$ cat src/design/alu_settings.svh
`ifndef ALU_SETTINGS_SVH
`define ALU_SETTINGS_SVH

// full operand and result width
`define ALU_XLEN 64

// one datapath half; stage one does the low half, stage two the high half
`define ALU_HALF 32

// c, s, z, v
`define ALU_FLAG_W 4

// shift amount taken from the low bits of b
`define ALU_SHAMT_W 6

`endif

$ cat src/design/alu_pkg.sv
package alu_pkg;

  // opcodes, immediate forms already folded into b
  typedef enum logic [3:0] {
    OP_ADD = 4'd0,
    OP_SUB = 4'd1,
    OP_MOV = 4'd2,
    OP_SHL = 4'd3,
    OP_SHR = 4'd4,
    OP_SAR = 4'd5,
    OP_AND = 4'd6,
    OP_XOR = 4'd7,
    OP_OR  = 4'd8,
    OP_SXT = 4'd9   // mode in b[1:0]
  } alu_op_e;

  // predicate codes, tested against the flag register
  typedef enum logic [3:0] {
    CC_EQ = 4'd0,
    CC_NE = 4'd1,
    CC_CS = 4'd2,   // no borrow after sub
    CC_CC = 4'd3,
    CC_MI = 4'd4,
    CC_PL = 4'd5,
    CC_VS = 4'd6,
    CC_VC = 4'd7,
    CC_HI = 4'd8,
    CC_LS = 4'd9,
    CC_GE = 4'd10,
    CC_LT = 4'd11,
    CC_GT = 4'd12,
    CC_LE = 4'd13,
    CC_AL = 4'd14,
    CC_NV = 4'd15
  } cond_e;

  typedef struct packed {
    logic c;  // carry out of bit 63
    logic s;  // result bit 63
    logic z;  // whole result zero
    logic v;  // signed overflow
  } flags_t;

endpackage

$ cat src/design/alu_lo_stage.sv
`timescale 1ns/10ps
`include "alu_settings.svh"

module alu_lo_stage (
  input  logic                      clk,
  input  logic                      rst,
  input  logic                      in_valid,
  input  alu_pkg::alu_op_e          op,
  input  alu_pkg::cond_e            cond,
  input  logic                      set_flags,
  input  logic [`ALU_XLEN-1:0]      a,
  input  logic [`ALU_XLEN-1:0]      b,
  output logic                      s2_valid,
  output alu_pkg::alu_op_e          s2_op,
  output alu_pkg::cond_e            s2_cond,
  output logic                      s2_set_flags,
  output logic [`ALU_XLEN-1:0]      s2_a,
  output logic [`ALU_XLEN-1:0]      s2_b,
  output logic [`ALU_HALF-1:0]      s2_lo,
  output logic                      s2_carry
);

  logic                     is_sub;
  logic [`ALU_HALF-1:0]     b_add;
  logic [`ALU_HALF:0]       sum_lo;
  logic [`ALU_SHAMT_W-1:0]  shamt;
  logic [`ALU_XLEN-1:0]     shl_full;
  logic [`ALU_XLEN-1:0]     shr_full;
  logic [`ALU_XLEN-1:0]     sar_full;
  logic [`ALU_HALF-1:0]     sxt_lo;
  logic [`ALU_HALF-1:0]     lo;

  // sub is a + ~b + 1, carry out means no borrow
  assign is_sub = (op == alu_pkg::OP_SUB);
  assign b_add  = is_sub ? ~b[`ALU_HALF-1:0] : b[`ALU_HALF-1:0];
  assign sum_lo = {1'b0, a[`ALU_HALF-1:0]} + {1'b0, b_add} + {{`ALU_HALF{1'b0}}, is_sub};

  // shifts need all of a, bits from the upper half can land here
  assign shamt    = b[`ALU_SHAMT_W-1:0];
  assign shl_full = a << shamt;
  assign shr_full = a >> shamt;
  assign sar_full = $signed(a) >>> shamt;

  always_comb begin
    case (b[1:0])
      2'd0:    sxt_lo = {{24{a[7]}}, a[7:0]};
      2'd1:    sxt_lo = {{16{a[15]}}, a[15:0]};
      2'd2:    sxt_lo = a[31:0];
      default: sxt_lo = {a[7:0], a[15:8], a[23:16], a[31:24]};  // byte swap
    endcase
  end

  always_comb begin
    case (op)
      alu_pkg::OP_ADD: lo = sum_lo[`ALU_HALF-1:0];
      alu_pkg::OP_SUB: lo = sum_lo[`ALU_HALF-1:0];
      alu_pkg::OP_MOV: lo = b[`ALU_HALF-1:0];
      alu_pkg::OP_SHL: lo = shl_full[`ALU_HALF-1:0];
      alu_pkg::OP_SHR: lo = shr_full[`ALU_HALF-1:0];
      alu_pkg::OP_SAR: lo = sar_full[`ALU_HALF-1:0];
      alu_pkg::OP_AND: lo = a[`ALU_HALF-1:0] & b[`ALU_HALF-1:0];
      alu_pkg::OP_XOR: lo = a[`ALU_HALF-1:0] ^ b[`ALU_HALF-1:0];
      alu_pkg::OP_OR:  lo = a[`ALU_HALF-1:0] | b[`ALU_HALF-1:0];
      alu_pkg::OP_SXT: lo = sxt_lo;
      default:         lo = '0;
    endcase
  end

  always_ff @(posedge clk) begin
    if (rst) begin
      s2_valid <= 1'b0;
    end else begin
      s2_valid <= in_valid;
    end
  end

  // payload for stage two
  always_ff @(posedge clk) begin
    s2_op        <= op;
    s2_cond      <= cond;
    s2_set_flags <= set_flags;
    s2_a         <= a;
    s2_b         <= b;
    s2_lo        <= lo;
    s2_carry     <= sum_lo[`ALU_HALF];  // only meaningful for add/sub
  end

endmodule

$ cat src/design/alu_hi_stage.sv
`timescale 1ns/10ps
`include "alu_settings.svh"

module alu_hi_stage (
  input  logic                      clk,
  input  logic                      rst,
  input  logic                      s2_valid,
  input  alu_pkg::alu_op_e          s2_op,
  input  alu_pkg::cond_e            s2_cond,
  input  logic                      s2_set_flags,
  input  logic [`ALU_XLEN-1:0]      s2_a,
  input  logic [`ALU_XLEN-1:0]      s2_b,
  input  logic [`ALU_HALF-1:0]      s2_lo,
  input  logic                      s2_carry,
  input  logic                      cond_true,
  output alu_pkg::cond_e            cond,
  output logic                      out_valid,
  output logic [`ALU_XLEN-1:0]      result,
  output logic                      executed,
  output alu_pkg::flags_t           flags_out,
  output logic                      upd_en,
  output alu_pkg::flags_t           new_flags,
  input  alu_pkg::flags_t           cur_flags
);

  logic                     is_arith;
  logic                     is_sub;
  logic [`ALU_HALF-1:0]     b_add;
  logic [`ALU_HALF:0]       sum_hi;
  logic                     ovf;
  logic [`ALU_SHAMT_W-1:0]  shamt;
  logic [`ALU_XLEN-1:0]     shl_full;
  logic [`ALU_XLEN-1:0]     shr_full;
  logic [`ALU_XLEN-1:0]     sar_full;
  logic [`ALU_HALF-1:0]     hi;
  logic [`ALU_XLEN-1:0]     full;
  alu_pkg::flags_t          calc_flags;

  assign cond = s2_cond;  // evaluated in flag_unit against the live flags

  assign is_sub   = (s2_op == alu_pkg::OP_SUB);
  assign is_arith = (s2_op == alu_pkg::OP_ADD) || is_sub;

  // upper half of the adder, carry-in from stage one
  assign b_add  = is_sub ? ~s2_b[`ALU_XLEN-1:`ALU_HALF] : s2_b[`ALU_XLEN-1:`ALU_HALF];
  assign sum_hi = {1'b0, s2_a[`ALU_XLEN-1:`ALU_HALF]} + {1'b0, b_add}
                + {{`ALU_HALF{1'b0}}, s2_carry};
  assign ovf    = (s2_a[`ALU_XLEN-1] == b_add[`ALU_HALF-1])
               && (sum_hi[`ALU_HALF-1] != s2_a[`ALU_XLEN-1]);

  assign shamt    = s2_b[`ALU_SHAMT_W-1:0];
  assign shl_full = s2_a << shamt;
  assign shr_full = s2_a >> shamt;
  assign sar_full = $signed(s2_a) >>> shamt;

  always_comb begin
    case (s2_op)
      alu_pkg::OP_ADD: hi = sum_hi[`ALU_HALF-1:0];
      alu_pkg::OP_SUB: hi = sum_hi[`ALU_HALF-1:0];
      alu_pkg::OP_MOV: hi = s2_b[`ALU_XLEN-1:`ALU_HALF];
      alu_pkg::OP_SHL: hi = shl_full[`ALU_XLEN-1:`ALU_HALF];
      alu_pkg::OP_SHR: hi = shr_full[`ALU_XLEN-1:`ALU_HALF];
      alu_pkg::OP_SAR: hi = sar_full[`ALU_XLEN-1:`ALU_HALF];
      alu_pkg::OP_AND: hi = s2_a[`ALU_XLEN-1:`ALU_HALF] & s2_b[`ALU_XLEN-1:`ALU_HALF];
      alu_pkg::OP_XOR: hi = s2_a[`ALU_XLEN-1:`ALU_HALF] ^ s2_b[`ALU_XLEN-1:`ALU_HALF];
      alu_pkg::OP_OR:  hi = s2_a[`ALU_XLEN-1:`ALU_HALF] | s2_b[`ALU_XLEN-1:`ALU_HALF];
      // low half already sign extended, swap mode zero extends
      alu_pkg::OP_SXT: hi = (s2_b[1:0] == 2'd3) ? '0 : {`ALU_HALF{s2_lo[`ALU_HALF-1]}};
      default:         hi = '0;
    endcase
  end

  assign full = {hi, s2_lo};

  always_comb begin
    calc_flags.c = is_arith & sum_hi[`ALU_HALF];
    calc_flags.s = full[`ALU_XLEN-1];
    calc_flags.z = ~|full;
    calc_flags.v = is_arith & ovf;
  end

  // flag write lands on the same edge as the result register
  assign upd_en    = s2_valid & cond_true & s2_set_flags;
  assign new_flags = calc_flags;

  always_ff @(posedge clk) begin
    if (rst) begin
      out_valid <= 1'b0;
    end else begin
      out_valid <= s2_valid;
    end
  end

  always_ff @(posedge clk) begin
    executed  <= cond_true;
    result    <= cond_true ? full : s2_a;         // false predicate passes a
    flags_out <= cond_true ? calc_flags : cur_flags;
  end

endmodule

$ cat src/design/flag_unit.sv
`timescale 1ns/10ps
`include "alu_settings.svh"

module flag_unit (
  input  logic                clk,
  input  logic                rst,
  input  alu_pkg::cond_e      cond,
  input  logic                upd_en,
  input  alu_pkg::flags_t     new_flags,
  output logic                cond_true,
  output alu_pkg::flags_t     cur_flags
);

  logic [`ALU_FLAG_W-1:0] flag_q;
  logic                   sv_eq;

  always_ff @(posedge clk) begin
    if (rst) begin
      flag_q <= '0;
    end else if (upd_en) begin
      flag_q <= new_flags;
    end
  end

  assign cur_flags = alu_pkg::flags_t'(flag_q);

  assign sv_eq = (cur_flags.s == cur_flags.v);  // signed compare helper

  // decoded against the register value before this edge's write
  always_comb begin
    case (cond)
      alu_pkg::CC_EQ: cond_true = cur_flags.z;
      alu_pkg::CC_NE: cond_true = ~cur_flags.z;
      alu_pkg::CC_CS: cond_true = cur_flags.c;
      alu_pkg::CC_CC: cond_true = ~cur_flags.c;
      alu_pkg::CC_MI: cond_true = cur_flags.s;
      alu_pkg::CC_PL: cond_true = ~cur_flags.s;
      alu_pkg::CC_VS: cond_true = cur_flags.v;
      alu_pkg::CC_VC: cond_true = ~cur_flags.v;
      alu_pkg::CC_HI: cond_true = cur_flags.c & ~cur_flags.z;
      alu_pkg::CC_LS: cond_true = ~cur_flags.c | cur_flags.z;
      alu_pkg::CC_GE: cond_true = sv_eq;
      alu_pkg::CC_LT: cond_true = ~sv_eq;
      alu_pkg::CC_GT: cond_true = ~cur_flags.z & sv_eq;
      alu_pkg::CC_LE: cond_true = cur_flags.z | ~sv_eq;
      alu_pkg::CC_AL: cond_true = 1'b1;
      alu_pkg::CC_NV: cond_true = 1'b0;
      default:        cond_true = 1'b0;
    endcase
  end

endmodule

$ cat src/design/split_alu.sv
`timescale 1ns/10ps
`include "alu_settings.svh"

module split_alu (
  input  logic                  clk,
  input  logic                  rst,
  input  logic                  in_valid,
  input  alu_pkg::alu_op_e      op,
  input  alu_pkg::cond_e        cond,
  input  logic                  set_flags,
  input  logic [`ALU_XLEN-1:0]  a,
  input  logic [`ALU_XLEN-1:0]  b,
  output logic                  out_valid,
  output logic [`ALU_XLEN-1:0]  result,
  output logic                  executed,
  output alu_pkg::flags_t       flags_out
);

  // stage one to stage two
  logic                   s2_valid;
  alu_pkg::alu_op_e       s2_op;
  alu_pkg::cond_e         s2_cond;
  logic                   s2_set_flags;
  logic [`ALU_XLEN-1:0]   s2_a;
  logic [`ALU_XLEN-1:0]   s2_b;
  logic [`ALU_HALF-1:0]   s2_lo;
  logic                   s2_carry;

  // stage two to flag register
  alu_pkg::cond_e         hi_cond;
  logic                   cond_true;
  logic                   upd_en;
  alu_pkg::flags_t        new_flags;
  alu_pkg::flags_t        cur_flags;

  alu_lo_stage u_lo (
    .clk          (clk),
    .rst          (rst),
    .in_valid     (in_valid),
    .op           (op),
    .cond         (cond),
    .set_flags    (set_flags),
    .a            (a),
    .b            (b),
    .s2_valid     (s2_valid),
    .s2_op        (s2_op),
    .s2_cond      (s2_cond),
    .s2_set_flags (s2_set_flags),
    .s2_a         (s2_a),
    .s2_b         (s2_b),
    .s2_lo        (s2_lo),
    .s2_carry     (s2_carry)
  );

  alu_hi_stage u_hi (
    .clk          (clk),
    .rst          (rst),
    .s2_valid     (s2_valid),
    .s2_op        (s2_op),
    .s2_cond      (s2_cond),
    .s2_set_flags (s2_set_flags),
    .s2_a         (s2_a),
    .s2_b         (s2_b),
    .s2_lo        (s2_lo),
    .s2_carry     (s2_carry),
    .cond_true    (cond_true),
    .cond         (hi_cond),
    .out_valid    (out_valid),
    .result       (result),
    .executed     (executed),
    .flags_out    (flags_out),
    .upd_en       (upd_en),
    .new_flags    (new_flags),
    .cur_flags    (cur_flags)
  );

  flag_unit u_flags (
    .clk       (clk),
    .rst       (rst),
    .cond      (hi_cond),
    .upd_en    (upd_en),
    .new_flags (new_flags),
    .cond_true (cond_true),
    .cur_flags (cur_flags)
  );

endmodule

$ cat config.mk
export PLATFORM = sky130hd
export DESIGN_NAME = split_alu
export DESIGN_NICKNAME = d
export VERILOG_FILES = /design/src/design/alu_pkg.sv /design/src/design/alu_lo_stage.sv /design/src/design/alu_hi_stage.sv /design/src/design/flag_unit.sv /design/src/design/split_alu.sv
export VERILOG_INCLUDE_DIRS = /design/src /design/src/design
export SDC_FILE = /design/constraint.sdc
export NUM_CORES = 1
export LEC_CHECK = 0
export ABC_AREA = 1
export BUFFER_PORTS_ARGS = -buffer_cell sky130_fd_sc_hd__buf_2
export CELL_PAD_IN_SITES_DETAIL_PLACEMENT = 1
export CELL_PAD_IN_SITES_GLOBAL_PLACEMENT = 2
export CORE_MARGIN = 4
export CORE_UTILIZATION = 36
export CTS_BUF_LIST = sky130_fd_sc_hd__clkbuf_4 sky130_fd_sc_hd__clkbuf_8 sky130_fd_sc_hd__clkbuf_16
export DETAILED_ROUTE_END_ITERATION = 10
export PLACE_DENSITY = 0.91
export SYNTH_ARGS = -nofsm -noshare
export SYNTH_HDL_FRONTEND = slang
export SYNTH_SLANG_ARGS = --single-unit
export TNS_END_PERCENT = 20
$ cat constraint.sdc
create_clock -name clk -period 5.75 [get_ports clk]
set_clock_uncertainty 0.15 [all_clocks]
set_input_delay 0.2875 -clock clk [delete_from_list [all_inputs] [get_ports clk]]
set_output_delay 0.2875 -clock clk [all_outputs]
set_load 0.02 [all_outputs]
# Yosys cells after proc, flatten, opt, wreduce, memory -nomap -nowiden
# Cells that the tools add are included.
# totals
ff_bits,245
elab_cells,105
output_inout_bits,70
# classes
addsub,4
n_eq_ne,39
n_mux,9
n_reduce_logical,10
shift,6
bitwise_logic,21
# ops
operator,count
32-bit one-hot mux with 9 select lines,2
32-bit 2-to-1 mux,3
32-bit one-hot mux with 3 select lines,1
32-bit by 32-bit adder with 33-bit output,2
33-bit by 1-bit adder with 33-bit output,2
32-bit AND,2
64-bit 2-to-1 mux,1
32-bit inverter,2
32-bit OR,2
64-bit OR reduction,1
64-bit by 6-bit left shift with 32-bit output,1
64-bit by 6-bit left shift with 64-bit output,1
64-bit by 6-bit right shift with 32-bit output,1
64-bit by 6-bit right shift with 64-bit output,1
64-bit by 6-bit >>> shifter with 32-bit output,1
64-bit by 6-bit >>> shifter with 64-bit output,1
32-bit XOR,2
"4-bit by 3-bit == test with 1-bit output, second input constant",12
"4-bit == test, second input constant",12
"4-bit by 2-bit == test with 1-bit output, second input constant",6
1-bit one-hot mux with 16 select lines,1
"4-bit by 1-bit == test with 1-bit output, second input constant",3
4-bit logical NOT,3
1-bit AND,6
12 further kinds,20

# Depth between registers and ports, before layout
# logic_depth
ltp_word,8
ltp_mapped,27
depth_no_buf,26

# Hierarchy
# Synthesis repeated with hierarchy kept, for this count alone.
# hier_totals
cells_unflattened,4929
area_unflattened_um2,27908.0
# modules_own_cells
module,n_inst,area_each_um2,cells_per_inst
alu_lo_stage,1,14194.9,2332
alu_hi_stage,1,13370.3,2538
flag_unit,1,342.8,59

# Least setup slack after synthesis
# Ideal clock, no wire load.
# synth_timing
path_kind,register to register
startpoint,register u_lo.s2_op[0]
endpoint,register u_flags.flag_q[1] (netlist: u_flags.cur_flags[1])
n_path_buf,1
setup_time_ns,0.066
setup_slack_ns,2.131
path_stages_with_launch,27
t_arrival_ns,3.402
path_cell_list,dfxtp_1 inv_1 nor2_1 nand2_1 buf_1 xor2_1 fa_1 fa_1 inv_1 nand3_1 nand2_1 nand2_1 nand2_1 nand2_1 nand2_1 nand2_1 nand2_1 nand2_1 nand2_1 nor2_1 nor2_2 nand2_1 nor2_1 nand3_1 nor2_1 nand2_1 a21oi_2
# synth_between
elab_chain_len,7
word_cells_on_any_way,17
# synth_rtl
element,line_no,rtl
"start, declared",alu_lo_stage.sv:14,"output alu_pkg::alu_op_e s2_op,"
"start signal, assigned",alu_lo_stage.sv:79,s2_op <= op;
4-bit by 1-bit == test with 1-bit output,"alu_hi_stage.sv:41, alu_hi_stage.sv:57",
32-bit 2-to-1 mux,alu_hi_stage.sv:45,assign b_add = is_sub ? ~s2_b[`ALU_XLEN-1:`ALU_HALF] : s2_b[`ALU_XLEN-1:`ALU_HALF];
32-bit by 32-bit adder with 33-bit output,alu_hi_stage.sv:46,"assign sum_hi = {1'b0, s2_a[`ALU_XLEN-1:`ALU_HALF]} + {1'b0, b_add}"
33-bit by 1-bit adder with 33-bit output,alu_hi_stage.sv:46,
32-bit one-hot mux with 9 select lines *,alu_hi_stage.sv:57,case (s2_op)
64-bit OR reduction *,alu_hi_stage.sv:78,calc_flags.z = ~|full;
1-bit logical NOT *,alu_hi_stage.sv:78,
"end signal, assigned",flag_unit.sv:21,flag_q <= new_flags;
"end, declared",flag_unit.sv:14,logic [`ALU_FLAG_W-1:0] flag_q;
# Every way passes the cells marked *; elsewhere a longest branch is shown, timed or not.
# A chain may end at the register's enable or synchronous reset.

# Final worst setup path
# Ends and elaborated chain as after synthesis.

==> run metrics <==
Post-Synthesis Cells=4338; maxcap violations=0; GRT overflow=0; CTS tree=yes; post-route ant nets=0; synthesized area=between 20000 and 30000 sq um; fraction of registers with async set/reset=0; Power Total=6.227 mW; Reg clk slew, reported paths=70 ps; gpl congestion=around 1.1; drt total wl=approximately 150000 um; Sink Count=219; wire per inst=26.76 um; full die area=roughly 76000 sq um; WP data required=6090 ps; GRT Total Usage=0.3723; Slowest Stage Delay on Critical Path=490 ps; htree depth=1; Final Max Slew Viols=0; status=finished clean; crit-path most repeated cell=nand2_1; Post-synth EDFFs=0; Netlist cell types=57; Root Buffer=clkbuf_16; ratio of cells with drive above 1 in the final layout=0.09682; Syn Area/Cell=5.940 sq um; Clk Latency, worst-skew pair=580 ps; initial core utilization=0.3654; cell area after placement=27340 sq um; share of the yosys chip area belonging to registers=0.1702; #FFs+latches synth=219; ranking of synthesized cells by area=dfxtp_1 17%, nand2_1 16%, nand3_1 15%; Worst setup EP type=flop; Slowest cell on crit path=fa_1; Synth Net Count=4672; dpl hpwl=112300 um; placed cell count=about 5300; Post-synth top flop=dfxtp_1; # resized after CTS=0; worst hold slack=40.32 ps; # setup viols final=0; cell accounting for the most synthesized area=dfxtp_1; Final Cell Area=29420 sq um; CP max FO=7; synth-to-layout area growth=14.18%; hold crit path type=in -> reg; critical path arrival=4740 ps; Slew @ Worst Pin=1126 ps; synth warn=0; layout net count=4839; DRC=0; number of CTS-inserted buffers=26; power per cell area=211.7 nW/um^2; DIE HEIGHT=~280 um; non-filler cells in the finished layout=around 5500; Tcrit/Tclk final=0.7642; RSZ-0062 raised after global routing=false; number of global-route vias before repair=33050; die width=275.5 um; CTS max path bufs=3; crit path launch type=flop; first-pass GRT wire length=about 210000 um; upper clock frequency limit=0.2276 GHz; final hold vios=0; initial antenna violation count=7; I/O Pins=210; leakage power=14.28 nW; drt pass-1 iters=5; setup_tns=0 ps; top-area cell type share of the netlist area=0.1702; Initial DRC Count=3521; Peak VDD IR=0.2200 mV; Fillers=around 9600; worst setup path class=reg -> reg; largest net degree at the start of global routing=87; Vias/cell=6.079; Slew Limit Headroom=0.2372; Core ar.=70510 sq um; number of cell rows=97; I/O Buffers=between 200 and 250; worst-path cell chain=inv_1 > nor2_1 > nand2_2 > xor2_1 > fa_1 > fa_1 > inv_1 > nand3_1 > nand2_1 > nand2_1 > nand2_1 > nand2_1 > nand2_1 > nand2_1 > nand3_1 > nand3_1 > a21oi_1 > nand2_1 > nor2_1 > nand3_1 > nor2_1 > nand2_1 > a21oi_2; Final Critical Period=4394 ps; DR vias=33240
-- worst max-delay path: cells and delay by family, from the launching register on --
kind	cells	cell delay [ps]
xor+xnor	1	230
fa+ha+maj	2	940
flops	1	370
compound gates	2	400
simple gates	16	2050
buf+inv	2	150
-- metal layers --
layer,vias up,global-route usage,wire length [um],share of wire
met5,-,0,0,0
met4,0,0.2973,14510,0.099
met3,537,0.04433,10670,0.073
met2,1666,0.5939,63990,0.44
met1,15930,0.4532,57170,0.39
li1,15100,-,-,-
-- logic make-up after synthesis --
group                      Yosys count  synth area share
and+or+nand+nor                   2307            0.3962
DFF                                219            0.1702
adders and majority gates          194           0.09508
xor gates and xnor gates            69           0.02345
AOI/OAI and AO/OA                  895            0.1991
muxes                               46           0.01787
buffers and inverters              608           0.09819
-- metrics by stage --
stage / util / setup slack (ps)
5_1_grt: 0.4171 / 1053
3_3_place_gp: 0.3877 / 1566
4_1_cts: 0.4171 / 1439
2_1_floorplan: - / 2131
6_report: 0.4172 / 1356
3_5_place_dp: 0.3877 / 1516
-- cell usage in the layout, fill, tap and decap left out, types with 29 or more instances in the layout --
cell / count
nand2_1: 1128
nand3_1: 750
o21ai_0: 412
inv_1: 338
nor2_1: 244
a21oi_1: 228
dfxtp_1: 215
buf_2: 208
ha_1: 191
dlygate4sd3_1: 113
xor2_1: 69
buf_4: 56
mux2i_1: 46
o211ai_1: 42
nand4_1: 36
a221oi_1: 29
-- final cells by class --
cell class / count / area [sq um] / share of cell area
Clock buffer: 33 / 740.7 / 0.02518
Antenna cell: 4 / 10.01 / 0.0003402
Inverter: 368 / 1389 / 0.04721
Sequential cell: 219 / 4397 / 0.1494
Tap cell: 940 / 1176 / 0.03998
Timing Repair Buffer: 379 / 2633 / 0.08948
Multi-Input combinational cell: 3511 / 18870 / 0.6414
Clock inverter: 14 / 203.9 / 0.006932
-- final timing paths --
path         cells after the start  slack [ps]                    to          start
max                             23        1360  u_flags.cur_flags[1]  u_lo.s2_op[0]
max reg2reg                     23        1360  u_flags.cur_flags[1]  u_lo.s2_op[0]
min reg2reg                      2         280        u_hi.out_valid  u_lo.s2_valid
min                              2          40          u_lo.s2_b[5]           b[5]
-- sequential cells by signal, summed over array words and instances (netlist names), 4 cells and up --
name,flops
u_hi.result,64
u_lo.s2_a,64
u_lo.s2_b,38
u_lo.s2_lo,32
u_flags.cur_flags,4
u_hi.flags_out,4
u_lo.s2_cond,4
u_lo.s2_op,4
-- what timing repair did --
action / 4_1_cts / 5_1_grt
buffers inserted: 0 / 0
hold buffers: 113 / 0
hold endpoints to repair: 117 / 0
-- cells in the mapped netlist, types with 4 or more instances --
cell / instances
nand2_1: 1131
nand3_1: 751
o21ai_0: 412
inv_1: 340
nor2_1: 247
a21oi_1: 228
dfxtp_1: 219
ha_1: 191
clkbuf_1: 106
buf_2: 72
xor2_1: 69
mux2i_1: 46
o211ai_1: 42
buf_1: 39
nand4_1: 36
a221oi_1: 29
nor3_1: 27
o22ai_1: 27
nand3_2: 24
o21ai_1: 22
or2_2: 21
o2111ai_1: 20
inv_2: 19
o21a_1: 18
nand2_2: 17
nand2_4: 17
o221ai_1: 15
a211oi_1: 14
nor4_1: 14
nand3b_1: 13
a21o_1: 11
a31oi_1: 11
buf_6: 11
buf_4: 10
o21bai_1: 9
clkinv_1: 7
a2111oi_0: 6
and2_1: 4
nor2_2: 4
o31ai_1: 4
-- power by group --
group	switching, mW	internal [mW]	leakage (nW)
clock	0.758	1.10	0.463
combinational	1.77	0.747	12.0
sequential	0.178	1.67	1.84
(Power assumes the default switching activity.)
